==> src/hw/game_pkg.sv <==
// ----------------------------------------------------------
// opponent state field sizes, tile type, packet field offsets
// ----------------------------------------------------------
package game_pkg;

	localparam int TILE_BITS = 4;
	localparam int GARBAGE_BITS = 4;
	localparam int QUEUE_LEN = 3;
	localparam int PF_ROWS = 2;
	localparam int PF_COLS = 5;

	localparam int QUEUE_BITS = TILE_BITS * QUEUE_LEN;
	localparam int PF_BITS = TILE_BITS * PF_ROWS * PF_COLS;

	typedef logic [TILE_BITS-1:0] tile_t;
	typedef logic [GARBAGE_BITS-1:0] garbage_t;
	// tile i at bits 4i upward
	typedef logic [QUEUE_BITS-1:0] queue_t;
	// cell (r,c) at bits 4*(5r+c) upward
	typedef logic [PF_BITS-1:0] playfield_t;

	localparam tile_t TILE_BLANK = tile_t'(0);

	// packet layout, msb down: seq, garbage, hold, queue, playfield
	localparam int PKT_PF_LSB = 0;
	localparam int PKT_QUEUE_LSB = PKT_PF_LSB + PF_BITS;
	localparam int PKT_HOLD_LSB = PKT_QUEUE_LSB + QUEUE_BITS;
	localparam int PKT_GBG_LSB = PKT_HOLD_LSB + TILE_BITS;
	localparam int PKT_SEQ_LSB = PKT_GBG_LSB + GARBAGE_BITS;

endpackage

==> src/hw/link_pkg.sv <==
// ----------------------------------------------------------
// serial link framing constants, frame and packet vectors
// and the majority decoders for the sequence and type codes
// ----------------------------------------------------------
package link_pkg;

	// sync word precedes every frame on every lane
	localparam int SYNC_BITS = 8;
	localparam logic [SYNC_BITS-1:0] SYNC_WORD = 8'hD2;

	localparam int DATA_LANES = 4;
	localparam int DATA_FRAME_BITS = 16;
	localparam int HND_FRAME_BITS = 8;

	// 4-bit redundant codes in the handshake frame and the packet head
	localparam int SEQ_CODE_BITS = 4;
	localparam int TYPE_CODE_BITS = 4;

	// cycles from packet accept to ack request
	localparam int ACK_DELAY = 50;

	typedef logic [SYNC_BITS-1:0] sync_t;
	typedef logic [DATA_LANES-1:0] lanes_t;
	typedef logic [DATA_FRAME_BITS-1:0] data_frame_t;
	// seq code in the upper nibble, type code in the lower
	typedef logic [HND_FRAME_BITS-1:0] hnd_frame_t;
	// lane 0 sits in the top 16 bits
	typedef logic [DATA_LANES*DATA_FRAME_BITS-1:0] data_packet_t;
	typedef logic [SEQ_CODE_BITS-1:0] code_t;
	typedef logic [$clog2(ACK_DELAY)-1:0] ack_cnt_t;

	// seq bit is 1 when two or more of the four copies are set
	function automatic logic seq_majority(input code_t code);
		logic [2:0] ones;
		ones = '0;
		for (int i = 0; i < SEQ_CODE_BITS; i++) begin
			ones = ones + 3'(code[i]);
		end
		return ones >= 3'd2;
	endfunction

	// any set bit means ack, all zeros means game over
	function automatic logic type_is_ack(input code_t code);
		return |code;
	endfunction

endpackage
==> src/hw/link_receiver.sv <==
// ----------------------------------------------------------
// link receiver top, input synchronizers, deframers,
// sequencers, packet tracker and handshake decoder
// ----------------------------------------------------------
`timescale 1ns/1ps

module link_receiver
	import link_pkg::*,
	       game_pkg::*;
(
	input  logic       clk,
	input  logic       rst_l,
	input  logic       game_active,
	input  logic       init_seq,
	input  logic       serial_h,
	input  lanes_t     serial_d,
	output logic       update_opponent_data,
	output garbage_t   opponent_garbage,
	output tile_t      opponent_hold,
	output queue_t     opponent_queue,
	output playfield_t opponent_playfield,
	output logic       send_ack,
	output logic       ack_seq,
	output logic       ack_received,
	output logic       ack_seq_received,
	output logic       opponent_lost,
	output logic       send_lost_ack
);
	// handshake line in the top bit, data lanes below
	logic [DATA_LANES:0] line_meta;
	logic [DATA_LANES:0] line_sync;

	logic data_start;
	logic data_valid;
	lanes_t data_done;
	data_frame_t data_frame [DATA_LANES];
	data_packet_t packet;

	logic hnd_start;
	logic hnd_valid;
	logic hnd_done;
	hnd_frame_t hnd_frame;

	// two flop synchronizers
	always_ff @(posedge clk or negedge rst_l) begin
		if (!rst_l) begin
			line_meta <= '0;
			line_sync <= '0;
		end else begin
			line_meta <= {serial_h, serial_d};
			line_sync <= line_meta;
		end
	end

	// data lanes share one sequencer
	frame_sequencer #(.LANES(DATA_LANES)) i_data_seq (
		.clk(clk),
		.rst_l(rst_l),
		.game_active(game_active),
		.done_lanes(data_done),
		.start(data_start),
		.frame_valid(data_valid)
	);

	for (genvar i = 0; i < DATA_LANES; i++) begin : g_lane
		serial_deframer #(.FRAME_BITS(DATA_FRAME_BITS)) i_deframer (
			.clk(clk),
			.rst_l(rst_l),
			.start(data_start),
			.serial(line_sync[i]),
			.frame(data_frame[i]),
			.done(data_done[i])
		);
		// lane 0 at the top of the packet
		assign packet[(DATA_LANES-1-i)*DATA_FRAME_BITS +: DATA_FRAME_BITS] = data_frame[i];
	end

	// handshake lane
	frame_sequencer #(.LANES(1)) i_hnd_seq (
		.clk(clk),
		.rst_l(rst_l),
		.game_active(game_active),
		.done_lanes(hnd_done),
		.start(hnd_start),
		.frame_valid(hnd_valid)
	);

	serial_deframer #(.FRAME_BITS(HND_FRAME_BITS)) i_hnd_deframer (
		.clk(clk),
		.rst_l(rst_l),
		.start(hnd_start),
		.serial(line_sync[DATA_LANES]),
		.frame(hnd_frame),
		.done(hnd_done)
	);

	data_packet_tracker i_tracker (
		.clk(clk),
		.rst_l(rst_l),
		.game_active(game_active),
		.init_seq(init_seq),
		.packet(packet),
		.packet_valid(data_valid),
		.update_opponent_data(update_opponent_data),
		.opponent_garbage(opponent_garbage),
		.opponent_hold(opponent_hold),
		.opponent_queue(opponent_queue),
		.opponent_playfield(opponent_playfield),
		.send_ack(send_ack),
		.ack_seq(ack_seq)
	);

	handshake_decoder i_hnd_decoder (
		.clk(clk),
		.rst_l(rst_l),
		.game_active(game_active),
		.frame(hnd_frame),
		.frame_valid(hnd_valid),
		.ack_received(ack_received),
		.ack_seq_received(ack_seq_received),
		.opponent_lost(opponent_lost),
		.send_lost_ack(send_lost_ack)
	);

endmodule

==> src/hw/handshake_decoder.sv <==
// ----------------------------------------------------------
// handshake frame decode into ack and game over events
// ----------------------------------------------------------
`timescale 1ns/1ps

module handshake_decoder
	import link_pkg::*;
(
	input  logic       clk,
	input  logic       rst_l,
	input  logic       game_active,
	input  hnd_frame_t frame,
	input  logic       frame_valid,
	output logic       ack_received,
	output logic       ack_seq_received,
	output logic       opponent_lost,
	output logic       send_lost_ack
);
	logic is_ack;
	logic rx_seq;

	// upper nibble seq code, lower nibble type code
	assign rx_seq = seq_majority(frame[HND_FRAME_BITS-1 -: SEQ_CODE_BITS]);
	assign is_ack = type_is_ack(frame[TYPE_CODE_BITS-1:0]);

	always_ff @(posedge clk or negedge rst_l) begin
		if (!rst_l) begin
			ack_received <= 1'b0;
			ack_seq_received <= 1'b0;
			opponent_lost <= 1'b0;
			send_lost_ack <= 1'b0;
		end else if (!game_active) begin
			// clears the sticky lost flag too
			ack_received <= 1'b0;
			ack_seq_received <= 1'b0;
			opponent_lost <= 1'b0;
			send_lost_ack <= 1'b0;
		end else begin
			ack_received <= 1'b0;
			send_lost_ack <= 1'b0;
			if (frame_valid) begin
				if (is_ack) begin
					ack_received <= 1'b1;
					ack_seq_received <= rx_seq;
				end else if (!opponent_lost) begin
					// only the first game over frame is acknowledged
					opponent_lost <= 1'b1;
					send_lost_ack <= 1'b1;
				end
			end
		end
	end

endmodule

==> src/hw/data_packet_tracker.sv <==
// ----------------------------------------------------------
// data packet sequence check, opponent state registers
// and the delayed ack countdown
// ----------------------------------------------------------
`timescale 1ns/1ps

module data_packet_tracker
	import link_pkg::*,
	       game_pkg::*;
(
	input  logic         clk,
	input  logic         rst_l,
	input  logic         game_active,
	input  logic         init_seq,
	input  data_packet_t packet,
	input  logic         packet_valid,
	output logic         update_opponent_data,
	output garbage_t     opponent_garbage,
	output tile_t        opponent_hold,
	output queue_t       opponent_queue,
	output playfield_t   opponent_playfield,
	output logic         send_ack,
	output logic         ack_seq
);
	logic rx_seq;
	logic seq_match;
	// flips once per accepted packet, ack_seq is init_seq xor this
	logic seq_flip;
	// nonzero while an ack is pending
	ack_cnt_t ack_cnt;

	// majority vote over the four copies of the seq bit
	assign rx_seq = seq_majority(code_t'(packet[PKT_SEQ_LSB +: SEQ_CODE_BITS]));
	assign seq_match = (rx_seq == ack_seq);
	assign ack_seq = init_seq ^ seq_flip;

	// opponent state and sequence tracking
	always_ff @(posedge clk or negedge rst_l) begin
		if (!rst_l) begin
			update_opponent_data <= 1'b0;
			opponent_garbage <= '0;
			opponent_hold <= TILE_BLANK;
			opponent_queue <= {QUEUE_LEN{TILE_BLANK}};
			opponent_playfield <= {PF_ROWS*PF_COLS{TILE_BLANK}};
			seq_flip <= 1'b0;
		end else if (!game_active) begin
			// back to reset values between games
			update_opponent_data <= 1'b0;
			opponent_garbage <= '0;
			opponent_hold <= TILE_BLANK;
			opponent_queue <= {QUEUE_LEN{TILE_BLANK}};
			opponent_playfield <= {PF_ROWS*PF_COLS{TILE_BLANK}};
			seq_flip <= 1'b0;
		end else begin
			update_opponent_data <= 1'b0;
			if (packet_valid && seq_match) begin
				opponent_garbage <= packet[PKT_GBG_LSB +: GARBAGE_BITS];
				opponent_hold <= packet[PKT_HOLD_LSB +: TILE_BITS];
				opponent_queue <= packet[PKT_QUEUE_LSB +: QUEUE_BITS];
				opponent_playfield <= packet[PKT_PF_LSB +: PF_BITS];
				seq_flip <= ~seq_flip;
				update_opponent_data <= 1'b1;
			end
			// out of sequence packets are dropped here
		end
	end

	// ack timer
	// loaded on every valid packet, matched or not
	// a newer packet restarts the wait
	always_ff @(posedge clk or negedge rst_l) begin
		if (!rst_l) begin
			ack_cnt <= '0;
			send_ack <= 1'b0;
		end else if (!game_active) begin
			ack_cnt <= '0;
			send_ack <= 1'b0;
		end else begin
			send_ack <= 1'b0;
			if (packet_valid) begin
				// pulse lands ACK_DELAY cycles after the accept cycle
				ack_cnt <= ack_cnt_t'(ACK_DELAY - 1);
			end else if (ack_cnt != '0) begin
				ack_cnt <= ack_cnt - 1'b1;
				if (ack_cnt == ack_cnt_t'(1)) begin
					send_ack <= 1'b1;
				end
			end
		end
	end

endmodule

==> src/hw/frame_sequencer.sv <==
// ----------------------------------------------------------
// start/rearm FSM for a group of deframers, frame_valid pulse
// ----------------------------------------------------------
`timescale 1ns/1ps

module frame_sequencer #(
	parameter int LANES = 4
) (
	input  logic             clk,
	input  logic             rst_l,
	input  logic             game_active,
	input  logic [LANES-1:0] done_lanes,
	output logic             start,
	output logic             frame_valid
);
	typedef enum logic [1:0] {
		IDLE,
		HUNT,
		REARM
	} state_t;

	state_t state;

	always_ff @(posedge clk or negedge rst_l) begin
		if (!rst_l) begin
			state <= IDLE;
		end else if (!game_active) begin
			state <= IDLE;
		end else begin
			case (state)
				IDLE: state <= HUNT;
				// wait for the slowest lane
				HUNT: if (&done_lanes) state <= REARM;
				// one cycle with start low clears every deframer
				REARM: state <= HUNT;
				default: state <= IDLE;
			endcase
		end
	end

	assign start = (state == HUNT);
	// REARM is only entered from HUNT with all lanes done,
	// so this is the one-cycle pulse after done
	assign frame_valid = (state == REARM);

endmodule

==> src/hw/serial_deframer.sv <==
// ----------------------------------------------------------
// single lane sync word hunter and frame capture
// ----------------------------------------------------------
`timescale 1ns/1ps

module serial_deframer
	import link_pkg::*;
#(
	parameter int FRAME_BITS = 16
) (
	input  logic                  clk,
	input  logic                  rst_l,
	input  logic                  start,
	input  logic                  serial,
	output logic [FRAME_BITS-1:0] frame,
	output logic                  done
);
	typedef logic [$clog2(FRAME_BITS)-1:0] cnt_t;

	// sliding window over the last eight line bits
	sync_t window;
	sync_t window_next;
	// high between sync match and last payload bit
	logic capturing;
	cnt_t bit_cnt;

	assign window_next = {window[SYNC_BITS-2:0], serial};

	always_ff @(posedge clk or negedge rst_l) begin
		if (!rst_l) begin
			window <= '0;
			capturing <= 1'b0;
			bit_cnt <= '0;
			done <= 1'b0;
		end else if (!start) begin
			// sequencer rearm, start the hunt over
			window <= '0;
			capturing <= 1'b0;
			bit_cnt <= '0;
			done <= 1'b0;
		end else if (capturing) begin
			bit_cnt <= bit_cnt + 1'b1;
			// last payload bit goes in on this edge
			if (bit_cnt == cnt_t'(FRAME_BITS - 1)) begin
				capturing <= 1'b0;
				done <= 1'b1;
			end
		end else if (!done) begin
			window <= window_next;
			// first payload bit follows on the next cycle
			if (window_next == SYNC_WORD) begin
				capturing <= 1'b1;
				bit_cnt <= '0;
			end
		end
	end

	// payload shift register, msb first
	// holds its value through done and the rearm gap
	always_ff @(posedge clk) begin
		if (start && capturing) begin
			frame <= {frame[FRAME_BITS-2:0], serial};
		end
	end

endmodule

==> config.mk <==
export PLATFORM = sky130hd
export DESIGN_NAME = link_receiver
export DESIGN_NICKNAME = d
export VERILOG_FILES = /design/src/hw/game_pkg.sv /design/src/hw/link_pkg.sv /design/src/hw/link_receiver.sv /design/src/hw/handshake_decoder.sv /design/src/hw/data_packet_tracker.sv /design/src/hw/frame_sequencer.sv /design/src/hw/serial_deframer.sv
export SDC_FILE = /design/constraint.sdc
export NUM_CORES = 1
export LEC_CHECK = 0
export BUFFER_PORTS_ARGS = -buffer_cell sky130_fd_sc_hd__buf_2
export CORE_UTILIZATION = 64
export CTS_CLUSTER_DIAMETER = 150
export DETAILED_ROUTE_END_ITERATION = 6
export GPL_TIMING_DRIVEN = 0
export MAX_ROUTING_LAYER = met4
export PLACE_DENSITY = 0.81
export SLEW_MARGIN = 0
export SYNTH_ARGS = -nofsm -noshare
export SYNTH_HDL_FRONTEND = slang
export SYNTH_SLANG_ARGS = --single-unit
==> constraint.sdc <==
create_clock -name clk -period 5.05 [get_ports clk]
set_input_delay 0.2525 -clock clk [delete_from_list [all_inputs] [get_ports clk]]
set_output_delay 0.2525 -clock clk [all_outputs]
set_load 0.005 [all_outputs]
# ---- Word-level counts from Yosys, hierarchy flattened
# Index checks and enable logic that the tools add are counted.
dict set report word_totals {
  register_bits 223
  latchBits 0
  ram_bits 0
  mem_bits_ro 0
  output_inout_bits 67
  word_cells 253
  memories 0
}
dict set report classes {
  n_addsub 12
  n_mul 0
  div 0
  order_cmp 2
  n_eq_ne 53
  n_shift 0
  muxes 113
  bitwise 2
  n_reduce_logical 30
}
# cell n
set op_table {}
lappend op_table {{7-bit two-way mux} 15}
lappend op_table {{4-bit two-way mux} 20}
lappend op_table {{40-bit two-way mux} 2}
lappend op_table {{1-bit two-way mux} 61}
lappend op_table {{8-bit == test, second input constant} 5}
lappend op_table {{2-bit AND reduction} 17}
lappend op_table {{2-bit != test, second input constant} 15}
lappend op_table {{3-bit != test, second input constant} 9}
lappend op_table {{12-bit two-way mux} 2}
lappend op_table {{6-bit two-way mux} 3}
lappend op_table {{2-bit by 1-bit != test with 1-bit output, second input constant} 9}
lappend op_table {{4-bit by 1-bit adder with 4-bit output, second input constant} 4}
lappend op_table {{4-bit == test, second input constant} 4}
lappend op_table {{3-bit by 1-bit adder with 3-bit output} 4}
lappend op_table {{3-bit two-way mux} 4}
lappend op_table {{3-bit by 1-bit != test with 1-bit output, second input constant} 4}
lappend op_table {{2-bit two-way mux} 4}
lappend op_table {{2-bit one-hot mux with 2 select lines} 2}
lappend op_table {{6-bit by 1-bit == test with 1-bit output, second input constant} 1}
lappend op_table {{3-bit by 2-bit >= comparator with 1-bit output, second input constant} 2}
lappend op_table {{1-bit logical AND} 6}
lappend op_table {{6-bit nonzero test} 1}
lappend op_table {{6-bit by 1-bit subtractor with 6-bit output, second input constant} 1}
lappend op_table {{1-bit by 1-bit adder with 2-bit output} 2}
lappend op_table {{11 further kinds} 15}

# ---- Depth between registers and ports, before layout
# Gate-level depths: netlist of run 1.
dict set report depth {
  depth_word 8
  mapped_depth 7
}

# ---- Modules after synthesis
# Synthesis of run 1 repeated with hierarchy kept, for this count alone.
dict set report hier_totals {
  cells_unflattened 734
  hier_area_um2 9118.7
}
# module instances cells_per_inst area_per_inst_um2 seq_area_each_um2
set by_module_without_submodules {}
lappend by_module_without_submodules {{serial_deframer (g_lane[1].i_deframer ...)} 3 78 1111.1 805.8}
lappend by_module_without_submodules {data_packet_tracker 1 311 3196.8 1726.7}
lappend by_module_without_submodules {{serial_deframer (g_lane[0].i_deframer)} 1 78 1117.3 805.8}
lappend by_module_without_submodules {{serial_deframer (i_hnd_deframer)} 1 69 848.3 540.5}
lappend by_module_without_submodules {link_receiver 1 10 250.2 250.2}
lappend by_module_without_submodules {handshake_decoder 1 16 187.7 100.1}
lappend by_module_without_submodules {{frame_sequencer (i_data_seq)} 1 9 95.1 50.0}
lappend by_module_without_submodules {{frame_sequencer (i_hnd_seq)} 1 7 90.1 50.0}

# ---- Worst setup path after synthesis of run 1
# Ideal clock, no wire load.
dict set report synth_timing {
  path_kind {reg-to-reg}
  start {register g_lane[0].i_deframer.frame[12]}
  end {register i_tracker.opponent_garbage[0]}
  arrival_time_ns 1.913
  path_slack_ns 3.058
  path_stages_with_launch 8
  path_buffers 1
  synth_period_minus_slack_ns 1.992
  cell_sequence {edfxtp_1 ha_1 ha_1 a211oi_1 xnor2_2 nor2_8 buf_6 mux2i_1}
}
dict set report synth_via {
  elab_chain_len 7
}
# element line_no
set synth_rtl {}
lappend synth_rtl {{start: declaration} serial_deframer.sv:15} ;# output logic [FRAME_BITS-1:0] frame,
lappend synth_rtl {{start signal: assignment} serial_deframer.sv:62} ;# frame <= {frame[FRAME_BITS-2:0], serial};
lappend synth_rtl {{1-bit by 1-bit adder with 2-bit output} link_pkg.sv:37} ;# ones = ones + 3'(code[i]);
lappend synth_rtl {{3-bit by 1-bit adder with 3-bit output (2 in a row)} link_pkg.sv:37}
lappend synth_rtl {{3-bit by 2-bit >= comparator with 1-bit output} link_pkg.sv:39} ;# return ones >= 3'd2;
lappend synth_rtl {{1-bit == test} data_packet_tracker.sv:34} ;# assign seq_match = (rx_seq == ack_seq);
lappend synth_rtl {{1-bit logical AND} data_packet_tracker.sv:56} ;# if (packet_valid && seq_match) begin
lappend synth_rtl {{2-bit by 1-bit != test with 1-bit output (no line)} n/a}
lappend synth_rtl {{end signal: assignment} data_packet_tracker.sv:57} ;# opponent_garbage <= packet[PKT_GBG_LSB +: GARBAGE_BITS];
lappend synth_rtl {{end: declaration} data_packet_tracker.sv:18} ;# output garbage_t opponent_garbage,
# No other way between the ends.
# A chain may end at the register's enable or synchronous reset.

# ---- Final worst setup path of run 1
dict set report layout_timing {
  start {register g_lane[0].i_deframer.frame[12]}
  end {register i_tracker.opponent_queue[8]}
}
dict set report layout_via {
  elab_chain_len 7
}
# element line_no
set layout_rtl {}
lappend layout_rtl {{1-bit by 1-bit adder with 2-bit output} link_pkg.sv:37}
lappend layout_rtl {{3-bit by 1-bit adder with 3-bit output (2 in a row)} link_pkg.sv:37}
lappend layout_rtl {{3-bit by 2-bit >= comparator with 1-bit output} link_pkg.sv:39}
lappend layout_rtl {{1-bit == test} data_packet_tracker.sv:34}
lappend layout_rtl {{1-bit logical AND} data_packet_tracker.sv:56}
lappend layout_rtl {{2-bit by 1-bit != test with 1-bit output (no line)} n/a}
lappend layout_rtl {{end signal: assignment} data_packet_tracker.sv:43} ;# opponent_queue <= {QUEUE_LEN{TILE_BLANK}};
lappend layout_rtl {{end signal: assignment} data_packet_tracker.sv:51} ;# opponent_queue <= {QUEUE_LEN{TILE_BLANK}};
lappend layout_rtl {{end signal: assignment} data_packet_tracker.sv:59} ;# opponent_queue <= packet[PKT_QUEUE_LSB +: QUEUE_BITS];
lappend layout_rtl {{end: declaration} data_packet_tracker.sv:20} ;# output queue_t opponent_queue,
# No other way between the ends.

==> insert_results.sql, run 1 <==
INSERT INTO impl_metrics (metric_group, metric, value, unit) VALUES
('run_status', 'status', 'finished, final reports clean', ''),
('global_route', 'pin_count_of_the_biggest_net_entering_global_routing', '81', ''),
('clock_tree', 'cts_sinks', '223', ''),
('detailed_routing', 'drc', '0', ''),
('power', 'power_leakage', '4.42', 'nW'),
('yosys', 'synth_xor_xnor_area_share', '0.0144', ''),
('power', 'vdd_drop_max', '0.258', 'mV'),
('clock_tree', 'clkLatencyLatePin', '490', 'ps'),
('setup_path', 'slowest_stage', 'sky130_fd_sc_hd__edfxtp_1', ''),
('clock_tree', 'clk_pin_slew', '60', 'ps'),
('yosys', 'synth.net_count', '767', ''),
('clock_tree', 'cts_tree', 'built', ''),
('power', 'sequential_share_of_power', '0.504', ''),
('final_layout', 'n_antenna_cell', '0', ''),
('detailed_routing', 'routed_wire_length_per_instance', '17.6', 'um'),
('floorplanning', 'die-area', '14500', 'um2'),
('setup_path', 'critPathArrivalTime', '2760', 'ps'),
('setup_path', 'category_of_the_worst_setup_path_capture_point', 'flip-flop', ''),
('floorplanning', 'fp.dieW', '120', 'um'),
('floorplanning', 'rows', '42', ''),
('timing', 'maximum_clock_rate', '423', 'MHz'),
('global_route', 'grt_overflow', '0', ''),
('timing', 'slew_violations', '0', ''),
('floorplanning', 'io-pin-count', '76', ''),
('timing', 'final-hold-violation-count', '0', ''),
('yosys', 'yosys.area_share.simple', '0.141', ''),
('setup_path', 'crit_type', 'reg2reg', ''),
('timing', 'grt_setup_unrepaired', 'false', ''),
('timing', 'fin_setup_tns', '0', 'ps'),
('detailed_routing', 'dr.pass1.iters', '5', ''),
('yosys', 'synth_adder_area_share', '0.0182', ''),
('final_layout', 'share_of_cells_above_drive_strength_1', '0.139', ''),
('timing', 'fin_worst_skew', '10.4', 'ps'),
('detailed_routing', 'antenna_left', '0', ''),
('clock_tree', 'tritoncts.num_buffers', '22', ''),
('detailed_routing', 'routed_via_density', '5.85', ''),
('worst_hold_path', 'hold_path.class', 'in2reg', ''),
('placed_design', 'hpwlAfterDp', '11600', 'um'),
('clock_tree', 'cts_root_buffer', 'sky130_fd_sc_hd__clkbuf_16', ''),
('clock_tree', 'post_cts.repair.setup_buffers', '0', ''),
('setup_path', 'max_stage_delay', '410', 'ps'),
('placed_design', 'gpl.final_weighted_congestion', '0.817', ''),
('timing', 'fin_crit', '2360', 'ps'),
('final_layout', 'finish.net_count', '872', ''),
('yosys', 'synth_cell_types', '41', ''),
('global_route', 'antenna_found_initial', '0', ''),
('placed_design', 'port_buffers', '74', ''),
('floorplanning', 'design.core.area', '13500', 'um2'),
('final_layout', 'fillerInstances', '859', ''),
('global_route', 'first_global_vias', '6103', ''),
('power', 'power-per-cell-area', '366', 'nW/um2'),
('yosys', 'postSynthAreaPerCell', '12.0', 'um2'),
('yosys', 'synth.mux.area_fraction', '0.0695', ''),
('floorplanning', 'starting_density', '0.665', ''),
('clock_tree', 'cts_htree_levels', '1', ''),
('detailed_routing', 'wl', '18300', 'um'),
('yosys', 'ys_seq_elements', '223', ''),
('yosys', 'dominant_combinational_cell_family_by_area_after_synthesis', 'simple AND/OR/NAND/NOR gates', ''),
('setup_path', 'critPathRequiredTime', '5440', 'ps'),
('clock_tree', 'post_cts.resized_instances', '0', ''),
('timing', 'finalCritPeriodShare', '0.468', ''),
('global_route', 'track_usage', '0.271', ''),
('yosys', 'yosys_warnings', '0', ''),
('power', 'power.share.switching', '0.211', ''),
('power', 'switching_power', '801', 'uW'),
('setup_path', 'start_kind', 'flip-flop', ''),
('setup_path', 'worstPathCellList', 'ha_1 -> ha_1 -> a211oi_1 -> xnor2_2 -> nor2_8 -> buf_6 -> mux2i_1', ''),
('clock_tree', 'cts.path.max_buffers', '3', ''),
('timing', 'finalHoldWorstSlack', '269', 'ps'),
('job', 'cap_viol_max_count', '0', ''),
('yosys', 'sequential_to_total_area_share_from_yosys_stat', '0.664', '');
synthesized netlist by cell type (all sizes together):
cell,n,area [um2]
nand2,180,676
dfrtp,151,3780
edfxtp,72,2160
a21oi,61,305
mux2i,61,611
o21ai,35,175
clkbuf,34,128
nor2,23,103
nand3b,17,128
ha,13,163
nand2b,12,75.1
nand3,11,55.1
buf,9,87.6
xnor2,7,68.8
nand4,6,37.5
xor2,6,60.1
nor3,5,25.0
nor3b,5,37.5
o21a,5,37.5
a41oi,4,35.0
and2,4,25.0
nor4b,4,35.0
a211oi,3,27.5
inv,3,11.3
nor2b,2,12.5
nor4,2,12.5
or3,2,17.5
or4,2,15.0
a311oi,1,8.76
clkinv,1,3.75
mux2,1,11.3
o211ai,1,7.51
o22ai,1,6.26
or3b,1,8.76
layout by cell type (no fill, tap or decap), types with 3 or more instances in the layout:
cell                              n
sky130_fd_sc_hd__inv_1            3
sky130_fd_sc_hd__nand3_1         11
sky130_fd_sc_hd__nand2b_1        12
sky130_fd_sc_hd__clkbuf_1        39
sky130_fd_sc_hd__ha_1            13
sky130_fd_sc_hd__nor3_1           5
sky130_fd_sc_hd__clkbuf_8         6
sky130_fd_sc_hd__o21a_1           5
sky130_fd_sc_hd__a21oi_1         61
sky130_fd_sc_hd__clkinv_1         5
sky130_fd_sc_hd__mux2i_1         61
sky130_fd_sc_hd__nand2_1        180
sky130_fd_sc_hd__buf_2           74
sky130_fd_sc_hd__dfrtp_1        151
sky130_fd_sc_hd__and2_1           4
sky130_fd_sc_hd__xnor2_1          6
sky130_fd_sc_hd__edfxtp_1        72
sky130_fd_sc_hd__nand4_1          6
sky130_fd_sc_hd__nand3b_1        17
sky130_fd_sc_hd__a41oi_1          4
sky130_fd_sc_hd__buf_6            8
sky130_fd_sc_hd__nor2_1          22
sky130_fd_sc_hd__o21ai_0         35
sky130_fd_sc_hd__nor3b_1          5
sky130_fd_sc_hd__clkbuf_16       23
sky130_fd_sc_hd__dlygate4sd3_1    6
sky130_fd_sc_hd__nor4b_1          4
sky130_fd_sc_hd__xor2_1           5
worst min-delay path, delay by kind of cell:
family	cells	cell delay (ps)
buffers and inverters	1	240
multiplexers	1	70
AND/OR/NAND/NOR	1	160
flip-flops by register name (all words and copies together), names as in the netlist, 5 cells and up:
| name | count |
|---|---|
| i_tracker.opponent_queue | 12 |
| line_meta | 5 |
| i_hnd_deframer.frame | 8 |
| g_lane.i_deframer.frame | 64 |
| i_tracker.ack_cnt | 6 |
| g_lane.i_deframer.window | 28 |
| g_lane.i_deframer.bit_cnt | 16 |
| i_tracker.opponent_playfield | 40 |
| i_hnd_deframer.window | 7 |
| line_sync | 5 |
stage by stage:
stage	std cells	total power, mW	instance area, um2	util	setup slack (ps)
after floorplan	745	2.09	8950	-	3060
after global placement	995	2.14	9540	0.709	1620
after detailed placement	996	2.16	9570	0.712	2810
after CTS	1042	3.83	10400	0.772	2680
after global routing	1042	3.92	10400	0.772	2610
final	1042	3.80	10400	0.772	2690
power groups by stage:
stage               clock network (mW)  registers, mW  logic (mW)
CTS                               1.69           1.91       0.225
detailed placement                   0           1.95       0.216
floorplan                            0           1.94       0.150
global placement                     0           1.94       0.201
global route                      1.75           1.91       0.249
finish                            1.66           1.91       0.223
path summary, 6_finish.rpt:
kind / startpoint / endpoint / slack, ps / cells past startpoint
hold reg to reg: line_meta[0] / line_sync[0] / 350 / 0
min in group asynchronous: rst_l / i_tracker.opponent_playfield[22] / 360 / 2
setup / recovery: g_lane[0].i_deframer.frame[12] / i_tracker.opponent_queue[8] / 2690 / 7
setup reg to reg: g_lane[0].i_deframer.frame[12] / i_tracker.opponent_queue[8] / 2690 / 7
hold / removal: game_active / i_tracker.seq_flip / 270 / 3
max in group asynchronous: rst_l / g_lane[3].i_deframer.window[0] / 3870 / 3
layout make-up:
cell class | count | area (um2) | area share
Sequential cell | 223 | 5940 | 0.572
Clock buffer | 34 | 677 | 0.0652
Buffer | 43 | 215 | 0.0207
Timing Repair Buffer | 81 | 464 | 0.0447
Multi-Input combinational cell | 475 | 2780 | 0.268
Tap cell | 176 | 220 | 0.0212
Clock inverter | 6 | 75.1 | 0.00723
Inverter | 4 | 15.0 | 0.00145
metal layers:
layer | track usage | part of all wire
met3 | 0.0344 | 0.045
met5 | - | 0
met2 | 0.452 | 0.51
met1 | 0.351 | 0.42
met4 | 0.0887 | 0.024
what timing repair did:
action | 4_1_cts | 5_1_grt
endpoints found under the setup margin | 0 | 0
hold buffers | 6 | 0
hold endpoints to repair | 76 | 0
cells by family after synthesis:
kind of cell	Yosys count
adder cells (fa/ha/maj)	13
AO/OA/AOI/OAI	111
XOR/XNOR	13
AND/OR/NAND/NOR	276
buffers and inverters	47
multiplexers	62
flip-flops	223
(Power assumes the default switching activity.)
==> run 2: changes to the inputs <==
CORE_UTILIZATION = 59   (was 64)
PLACE_DENSITY = 0.75   (was 0.81)
clock period = 2.4 ns   (was 5.05 ns; I/O delays follow)
==> insert_results.sql, run 2 (synthesized netlist as in run 1, its figures left out) <==
INSERT INTO impl_metrics (metric_group, metric, value, unit) VALUES
('final_layout', 'final_design_area_no_fill', '10400', 'um2'),
('floorplanning', 'io-pin-count', '76', ''),
('timing', 'final-hold-violation-count', '0', ''),
('clock_tree', 'cts_htree_levels', '1', ''),
('final_layout', 'area.growth.synth_to_final', '15.7', '%'),
('worst_hold_path', 'hold_path.class', 'in2reg', ''),
('timing', 'slew_violations', '0', ''),
('final_layout', 'share_of_cells_above_drive_strength_1', '0.138', ''),
('clock_tree', 'cts_sinks', '223', ''),
('timing', 'grt_setup_unrepaired', 'false', ''),
('setup_path', 'critPathRequiredTime', '2810', 'ps'),
('floorplanning', 'starting_density', '0.611', ''),
('global_route', 'pin_count_of_the_biggest_net_entering_global_routing', '86', ''),
('detailed_routing', 'antenna_left', '0', ''),
('detailed_routing', 'wl', '17900', 'um'),
('placed_design', 'gpl.final_weighted_congestion', '0.810', ''),
('final_layout', 'mostFrequentLayoutCell', 'sky130_fd_sc_hd__nand2_1', ''),
('clock_tree', 'post_cts.repair.setup_buffers', '0', ''),
('detailed_routing', 'detailroute.via_count', '5949', ''),
('final_layout', 'instances_no_fill', '1051', ''),
('placed_design', 'post-place-cells', '1004', ''),
('clock_tree', 'tritoncts.num_buffers', '23', ''),
('global_route', 'first_global_vias', '6135', ''),
('final_layout', 'final_util', '0.707', ''),
('power', 'power.share.switching', '0.219', ''),
('placed_design', 'hpwlAfterDp', '11700', 'um'),
('timing', 'finalHoldWorstSlack', '135', 'ps'),
('setup_path', 'category_of_the_worst_setup_path_capture_point', 'flip-flop', ''),
('floorplanning', 'fp.dieW', '125', 'um'),
('clock_tree', 'clkLatencyLatePin', '500', 'ps'),
('global_route', 'antenna_found_initial', '0', ''),
('floorplanning', 'die-area', '15700', 'um2'),
('timing', 'finalCritPeriodShare', '0.917', ''),
('timing', 'fin_crit', '2200', 'ps'),
('timing', 'finalWorstSetupSlack', '200', 'ps'),
('detailed_routing', 'drc', '12', ''),
('power', 'vdd_drop_max', '0.601', 'mV'),
('power', 'power_leakage', '4.40', 'nW'),
('clock_tree', 'cts_tree', 'built', ''),
('detailed_routing', 'routed_wire_length_per_instance', '17.1', 'um'),
('final_layout', 'multiInputGateArea', '2780', 'um2'),
('placed_design', 'port_buffers', '74', ''),
('clock_tree', 'cts.path.max_buffers', '3', ''),
('final_layout', 'fillerInstances', '1054', ''),
('global_route', 'track_usage', '0.247', ''),
('floorplanning', 'design.core.area', '14600', 'um2'),
('setup_path', 'start_kind', 'flip-flop', ''),
('power', 'switching_power', '1.72', 'mW'),
('final_layout', 'register_bank_with_the_most_flops', 'g_lane.i_deframer.frame', ''),
('power', 'power-per-cell-area', '759', 'nW/um2'),
('power', 'p_total', '7.86', 'mW'),
('final_layout', 'largest_register_ffs', '64', ''),
('power', 'part_of_the_total_power_dissipated_in_the_clock_network', '0.427', ''),
('floorplanning', 'rows', '44', ''),
('detailed_routing', 'detail_route.iter0.violations', '480', ''),
('job', 'cap_viol_max_count', '0', ''),
('clock_tree', 'clk_pin_slew', '60', 'ps'),
('timing', 'fin_setup_tns', '0', 'ps'),
('final_layout', 'layout.cells.most_common_list', 'sky130_fd_sc_hd__nand2_1, sky130_fd_sc_hd__dfrtp_1, sky130_fd_sc_hd__buf_2, sky130_fd_sc_hd__edfxtp_1', ''),
('final_layout', 'layout.area.seq', '5940', 'um2'),
('global_route', 'first_pass_grt_wire_length', '30200', 'um'),
('run_status', 'violations', 'DRC', ''),
('floorplanning', 'die_y', '125', 'um'),
('setup_path', 'crit_type', 'reg2reg', ''),
('clock_tree', 'cts_root_buffer', 'sky130_fd_sc_hd__clkbuf_16', ''),
('final_layout', 'n_antenna_cell', '0', ''),
('timing', 'fin_worst_skew', '10.6', 'ps'),
('power', 'combPwrFrac', '0.061', ''),
('detailed_routing', 'routed_via_density', '5.66', ''),
('final_layout', 'reg.largest.list', 'g_lane.i_deframer.frame: 64 flops, i_tracker.opponent_playfield: 40 flops, g_lane.i_deframer.window: 28 flops', ''),
('timing', 'max_slew.worst_pin.slew', '798', 'ps'),
('timing', 'setup-violations-final', '0', ''),
('setup_path', 'crit_fanout', '10', ''),
('setup_path', 'critPathArrivalTime', '2610', 'ps'),
('timing', 'maximum_clock_rate', '455', 'MHz'),
('run_status', 'status', 'complete, but fails checks', ''),
('global_route', 'grt_overflow', '0', ''),
('final_layout', 'finish.net_count', '873', ''),
('timing', 'timing.max_slew.rel_slack', '0.468', ''),
('power', 'sequential_share_of_power', '0.512', ''),
('placed_design', 'dp_slack', '81.1', 'ps'),
('placed_design', 'placedInstanceArea', '9580', 'um2'),
('power', 'power_report.internal_total', '6.14', 'mW'),
('detailed_routing', 'dr.pass1.iters', '7', '');
[run 2: worst max-delay path, cell delays in order, from the launching register on]
cell                       delay [ps]
sky130_fd_sc_hd__edfxtp_1         400
sky130_fd_sc_hd__ha_1             310
sky130_fd_sc_hd__ha_1             280
sky130_fd_sc_hd__a211oi_2         260
sky130_fd_sc_hd__xnor2_2          170
sky130_fd_sc_hd__nor2_8           210
sky130_fd_sc_hd__buf_6            210
sky130_fd_sc_hd__mux2i_1          250
[run 2: per-layer routing]
layer | vias to the layer above | share of wire | GRT usage
li1 | 2791 | - | -
met1 | 2982 | 0.44 | 0.328
met2 | 153 | 0.50 | 0.410
met3 | 23 | 0.046 | 0.0359
met4 | 0 | 0.013 | 0.0495
met5 | - | 0 | -
[run 2: layout make-up]
| type | instances | share of cell area |
|---|---|---|
| flip-flops and latches | 223 | 0.574 |
| multi-input cells | 475 | 0.269 |
| clock buffers | 35 | 0.0628 |
| repair buffers | 81 | 0.0448 |
| well taps | 184 | 0.0222 |
| plain buffers | 43 | 0.0208 |
| clock inverters | 6 | 0.00544 |
| inverters | 4 | 0.00145 |
[run 2: worst paths after layout]
kind,startpoint,endpoint,slack [ps],cells past startpoint
min reg2reg,line_meta[0],line_sync[0],350,0
max,g_lane[0].i_deframer.frame[12],i_tracker.opponent_garbage[2],200,7
min,game_active,i_tracker.seq_flip,140,3
max reg2reg,g_lane[0].i_deframer.frame[12],i_tracker.opponent_garbage[2],200,7
min in group asynchronous,rst_l,i_tracker.opponent_playfield[21],180,2
max in group asynchronous,rst_l,line_meta[0],1380,3
[run 2: repair_timing]
item / in CTS / in global routing
hold buffers: 6 / 0
hold endpoints to repair: 71 / 0
resized for setup: 0 / 1
endpoints found under the setup margin: 0 / 5
[run 2: power groups by stage]
stage / Clock, mW / Combinational (mW) / Sequential [mW]
floorplan: 0 / 0.317 / 4.08
global placement: 0 / 0.423 / 4.09
detailed placement: 0 / 0.462 / 4.10
CTS: 3.41 / 0.477 / 4.02
global route: 3.55 / 0.517 / 4.03
finish: 3.36 / 0.477 / 4.03
==> run 3: changes to the inputs <==
SYNTH_HIERARCHICAL = 1   (was not set)
==> insert_results.sql, run 3 <==
INSERT INTO impl_metrics (metric_group, metric, value, unit) VALUES
('final_layout', 'share_of_cells_above_drive_strength_1', '0.168', ''),
('yosys', 'synth_area', '9120', 'um2'),
('setup_path', 'critPathArrivalTime', '2650', 'ps'),
('setup_path', 'crit_fanout', '10', ''),
('timing', 'final-hold-violation-count', '0', ''),
('detailed_routing', 'routed-wl-met2', '8440', 'um'),
('clock_tree', 'cts.path.max_buffers', '3', ''),
('placed_design', 'post-place-cells', '998', ''),
('setup_path', 'worst_path_dominant_cell_family', 'adder cells', ''),
('global_route', 'antenna_found_initial', '0', ''),
('detailed_routing', 'drc', '0', ''),
('yosys', 'post-synth-top-area-fraction', '0.414', ''),
('placed_design', 'placedInstanceArea', '9760', 'um2'),
('timing', 'fin_crit', '2240', 'ps'),
('floorplanning', 'die-area', '16000', 'um2'),
('yosys', 'asyncSetResetFlopFracSynth', '0.677', ''),
('power', 'vdd_drop_max', '0.639', 'mV'),
('final_layout', 'layout.cells.most_common_list', 'sky130_fd_sc_hd__nand2_1, sky130_fd_sc_hd__dfrtp_1, sky130_fd_sc_hd__buf_2, sky130_fd_sc_hd__edfxtp_1, sky130_fd_sc_hd__mux2i_1', ''),
('yosys', 'synth_area_leader_cell', 'sky130_fd_sc_hd__dfrtp_1', ''),
('placed_design', 'hpwlAfterDp', '11200', 'um'),
('power', 'power_report.internal_total', '6.22', 'mW'),
('yosys', 'synthMostInstantiatedCell', 'sky130_fd_sc_hd__nand2_1', ''),
('power', 'p_total', '7.91', 'mW'),
('job', 'cap_viol_max_count', '0', ''),
('timing', 'setup-violations-final', '0', ''),
('detailed_routing', 'wl', '17300', 'um'),
('detailed_routing', 'dr.max_layer_used', 'met4', ''),
('setup_path', 'ff2ff_setup_slack', '160', 'ps'),
('final_layout', 'reg.largest.list', 'g_lane.i_deframer/frame: 64 flops, i_tracker/opponent_playfield: 40 flops, g_lane.i_deframer/window: 28 flops', ''),
('placed_design', 'port_buffers', '75', ''),
('yosys', 'sequential_to_total_area_share_from_yosys_stat', '0.651', ''),
('global_route', 'first_global_vias', '5900', ''),
('run_status', 'status', 'finished, final reports clean', ''),
('global_route', 'pin_count_of_the_biggest_net_entering_global_routing', '90', ''),
('floorplanning', 'die_y', '126', 'um'),
('final_layout', 'register_bank_with_the_most_flops', 'g_lane.i_deframer/frame', ''),
('clock_tree', 'cts_sinks', '223', ''),
('power', 'power-per-cell-area', '749', 'nW/um2'),
('setup_path', 'slowest_stage', 'sky130_fd_sc_hd__fa_1', ''),
('timing', 'finalWorstSetupSlack', '159', 'ps'),
('worst_hold_path', 'hold_path.class', 'in2async', ''),
('clock_tree', 'post_cts.repair.setup_buffers', '0', ''),
('yosys', 'synthCells', '734', ''),
('placed_design', 'dp_slack', '155', 'ps'),
('floorplanning', 'rows', '45', ''),
('detailed_routing', 'routed_via_density', '5.68', ''),
('setup_path', 'timing.rr.end', 'i_tracker/opponent_playfield[13]', ''),
('setup_path', 'worstPathCellList', 'fa_1 -> a21oi_2 -> xor2_1 -> and2_1 -> buf_4 -> buf_6 -> mux2i_1', ''),
('timing', 'slew_violations', '0', ''),
('yosys', 'netlist_top_cells_area', 'sky130_fd_sc_hd__dfrtp_1, sky130_fd_sc_hd__edfxtp_1, sky130_fd_sc_hd__nand2_1', ''),
('detailed_routing', 'routed_wire_length_per_instance', '16.5', 'um'),
('setup_path', 'crit_type', 'reg2reg', ''),
('detailed_routing', 'dr.pass1.iters', '5', ''),
('power', 'power.share.switching', '0.214', ''),
('final_layout', 'area.growth.synth_to_final', '15.8', '%'),
('power', 'sequential_share_of_power', '0.512', ''),
('clock_tree', 'cts_root_buffer', 'sky130_fd_sc_hd__clkbuf_16', ''),
('setup_path', 'reg2reg_depth', '7', ''),
('setup_path', 'start_kind', 'flip-flop', ''),
('detailed_routing', 'wl_met3', '685', 'um'),
('final_layout', 'mostFrequentLayoutCell', 'sky130_fd_sc_hd__nand2_1', ''),
('yosys', 'synth_edf_count', '72', ''),
('setup_path', 'max_stage_delay', '530', 'ps'),
('yosys', 'synth_cell_types', '56', ''),
('final_layout', 'final_design_area_no_fill', '10600', 'um2'),
('yosys', 'yosys_most_used_dff', 'sky130_fd_sc_hd__dfrtp_1', ''),
('final_layout', 'finish.net_count', '862', ''),
('yosys', 'postSynthAreaPerCell', '12.4', 'um2'),
('final_layout', 'n_antenna_cell', '0', ''),
('floorplanning', 'fp.dieW', '126', 'um'),
('timing', 'timing.max_slew.rel_slack', '0.548', ''),
('setup_path', 'critPathBufInv', '2', ''),
('yosys', 'synth.net_count', '754', ''),
('clock_tree', 'tritoncts.num_buffers', '23', ''),
('global_route', 'grt_overflow', '0', ''),
('clock_tree', 'clk_pin_slew', '60', 'ps'),
('detailed_routing', 'detailroute.via_count', '5942', ''),
('power', 'part_of_the_total_power_dissipated_in_the_clock_network', '0.428', ''),
('timing', 'fin_worst_skew', '19.5', 'ps'),
('clock_tree', 'clkLatencyLatePin', '500', 'ps'),
('detailed_routing', 'detail_route.iter0.violations', '479', ''),
('floorplanning', 'io-pin-count', '76', ''),
('clock_tree', 'cts_htree_levels', '1', ''),
('timing', 'maximum_clock_rate', '446', 'MHz'),
('power', 'switching_power', '1.69', 'mW'),
('yosys', 'ys_seq_elements', '223', ''),
('timing', 'grt_setup_unrepaired', 'false', ''),
('detailed_routing', 'antenna_left', '0', ''),
('detailed_routing', 'wirelength_met1', '7860', 'um'),
('setup_path', 'category_of_the_worst_setup_path_capture_point', 'flip-flop', ''),
('final_layout', 'instances_no_fill', '1047', ''),
('power', 'combPwrFrac', '0.060', ''),
('global_route', 'first_pass_grt_wire_length', '28900', 'um'),
('yosys', 'synth_top_cells_by_count', 'sky130_fd_sc_hd__nand2_1, sky130_fd_sc_hd__dfrtp_1, sky130_fd_sc_hd__edfxtp_1, sky130_fd_sc_hd__mux2i_1, sky130_fd_sc_hd__o21ai_0', ''),
('final_layout', 'final_util', '0.697', ''),
('global_route', 'track_usage', '0.232', ''),
('timing', 'fin_setup_tns', '0', 'ps'),
('yosys', 'yosys_warnings', '6', ''),
('timing', 'finalHoldWorstSlack', '172', 'ps'),
('placed_design', 'gpl.final_weighted_congestion', '0.838', ''),
('floorplanning', 'starting_density', '0.602', ''),
('final_layout', 'largest_register_ffs', '64', ''),
('floorplanning', 'design.core.area', '15100', 'um2'),
('clock_tree', 'cts_tree', 'built', ''),
('setup_path', 'critPathRequiredTime', '2810', 'ps'),
('timing', 'max_slew.worst_pin.slew', '677', 'ps'),
('power', 'power_leakage', '4.61', 'nW'),
('setup_path', 'r2r-start', 'g_lane[0].i_deframer/frame[12]', ''),
('timing', 'finalCritPeriodShare', '0.934', '');
==> run 3: cell types whose count changed after synthesis, moves of 7 or more <==
cell / before / now
sky130_fd_sc_hd__nand2b_1: 12 / 2
sky130_fd_sc_hd__nand3b_1: 17 / 5
sky130_fd_sc_hd__and3_1: 0 / 7
sky130_fd_sc_hd__a21boi_0: 0 / 35
sky130_fd_sc_hd__o21ai_0: 35 / 43
sky130_fd_sc_hd__nor2_1: 22 / 12
sky130_fd_sc_hd__o22ai_1: 1 / 9
sky130_fd_sc_hd__nor2b_1: 2 / 12
sky130_fd_sc_hd__inv_1: 3 / 13
sky130_fd_sc_hd__a21oi_1: 61 / 10
sky130_fd_sc_hd__clkbuf_1: 34 / 20
==> run 3: routing by layer <==
metal	GRT usage	up-vias
met2	0.372	148
met1	0.319	3006
li1	-	2762
met3	0.0321	26
met4	0.0567	0
met5	-	-
==> run 3: power by group through the flow <==
stage	combinational [mW]	sequential (mW)	clock [mW]
3_3_place_gp	0.438	4.12	0
4_1_cts	0.482	4.05	3.46
2_1_floorplan	0.327	4.11	0
5_1_grt	0.544	4.06	3.61
3_5_place_dp	0.469	4.12	0
6_report	0.475	4.05	3.38
==> run 3: cell type report <==
| type | instances | area, um2 |
|---|---|---|
| buffer | 37 | 226 |
| clock buffer | 35 | 631 |
| clock inverter | 7 | 86.3 |
| fill | 1039 | 4590 |
| inverter | 13 | 48.8 |
| multi-input combinational | 461 | 2910 |
| sequential | 223 | 5940 |
| tap | 188 | 235 |
| timing repair buffer | 83 | 479 |
==> run 3: worst max path at each step <==
| stage | start | end | slack [ps] | depth (start not counted) |
|---|---|---|---|---|
| after floorplan | g_lane[0].i_deframer/frame[12] | i_tracker/opponent_garbage[3] | 480 | 7 |
| after global placement | rst_l | g_lane[1].i_deframer/window[6] | -950 | 1 |
| after detailed placement | g_lane[0].i_deframer/frame[12] | i_tracker/opponent_playfield[37] | 160 | 7 |
| after CTS | g_lane[0].i_deframer/frame[12] | i_tracker/opponent_queue[10] | 100 | 7 |
| after global routing | g_lane[0].i_deframer/frame[12] | i_tracker/opponent_playfield[13] | 9 | 7 |
| final | g_lane[0].i_deframer/frame[12] | i_tracker/opponent_playfield[13] | 160 | 7 |
==> run 3: timing repair <==
action,in CTS,in global routing
resized for setup,0,3
endpoints found under the hold margin,75,0
setup endpoints to repair,0,9
hold buffers,7,0
==> run 3: cell families (layout without fill, tap and decap cells) <==
family,count (synthesis),count (layout),share of synthesized area
muxes,62,62,0.0682
and+or+nand+nor,260,260,0.137
DFF,223,223,0.651
adders and majority gates,11,11,0.0167
AOI/OAI and AO/OA,116,116,0.0851
buffers and inverters,50,175,0.0300
xor gates and xnor gates,12,12,0.0115
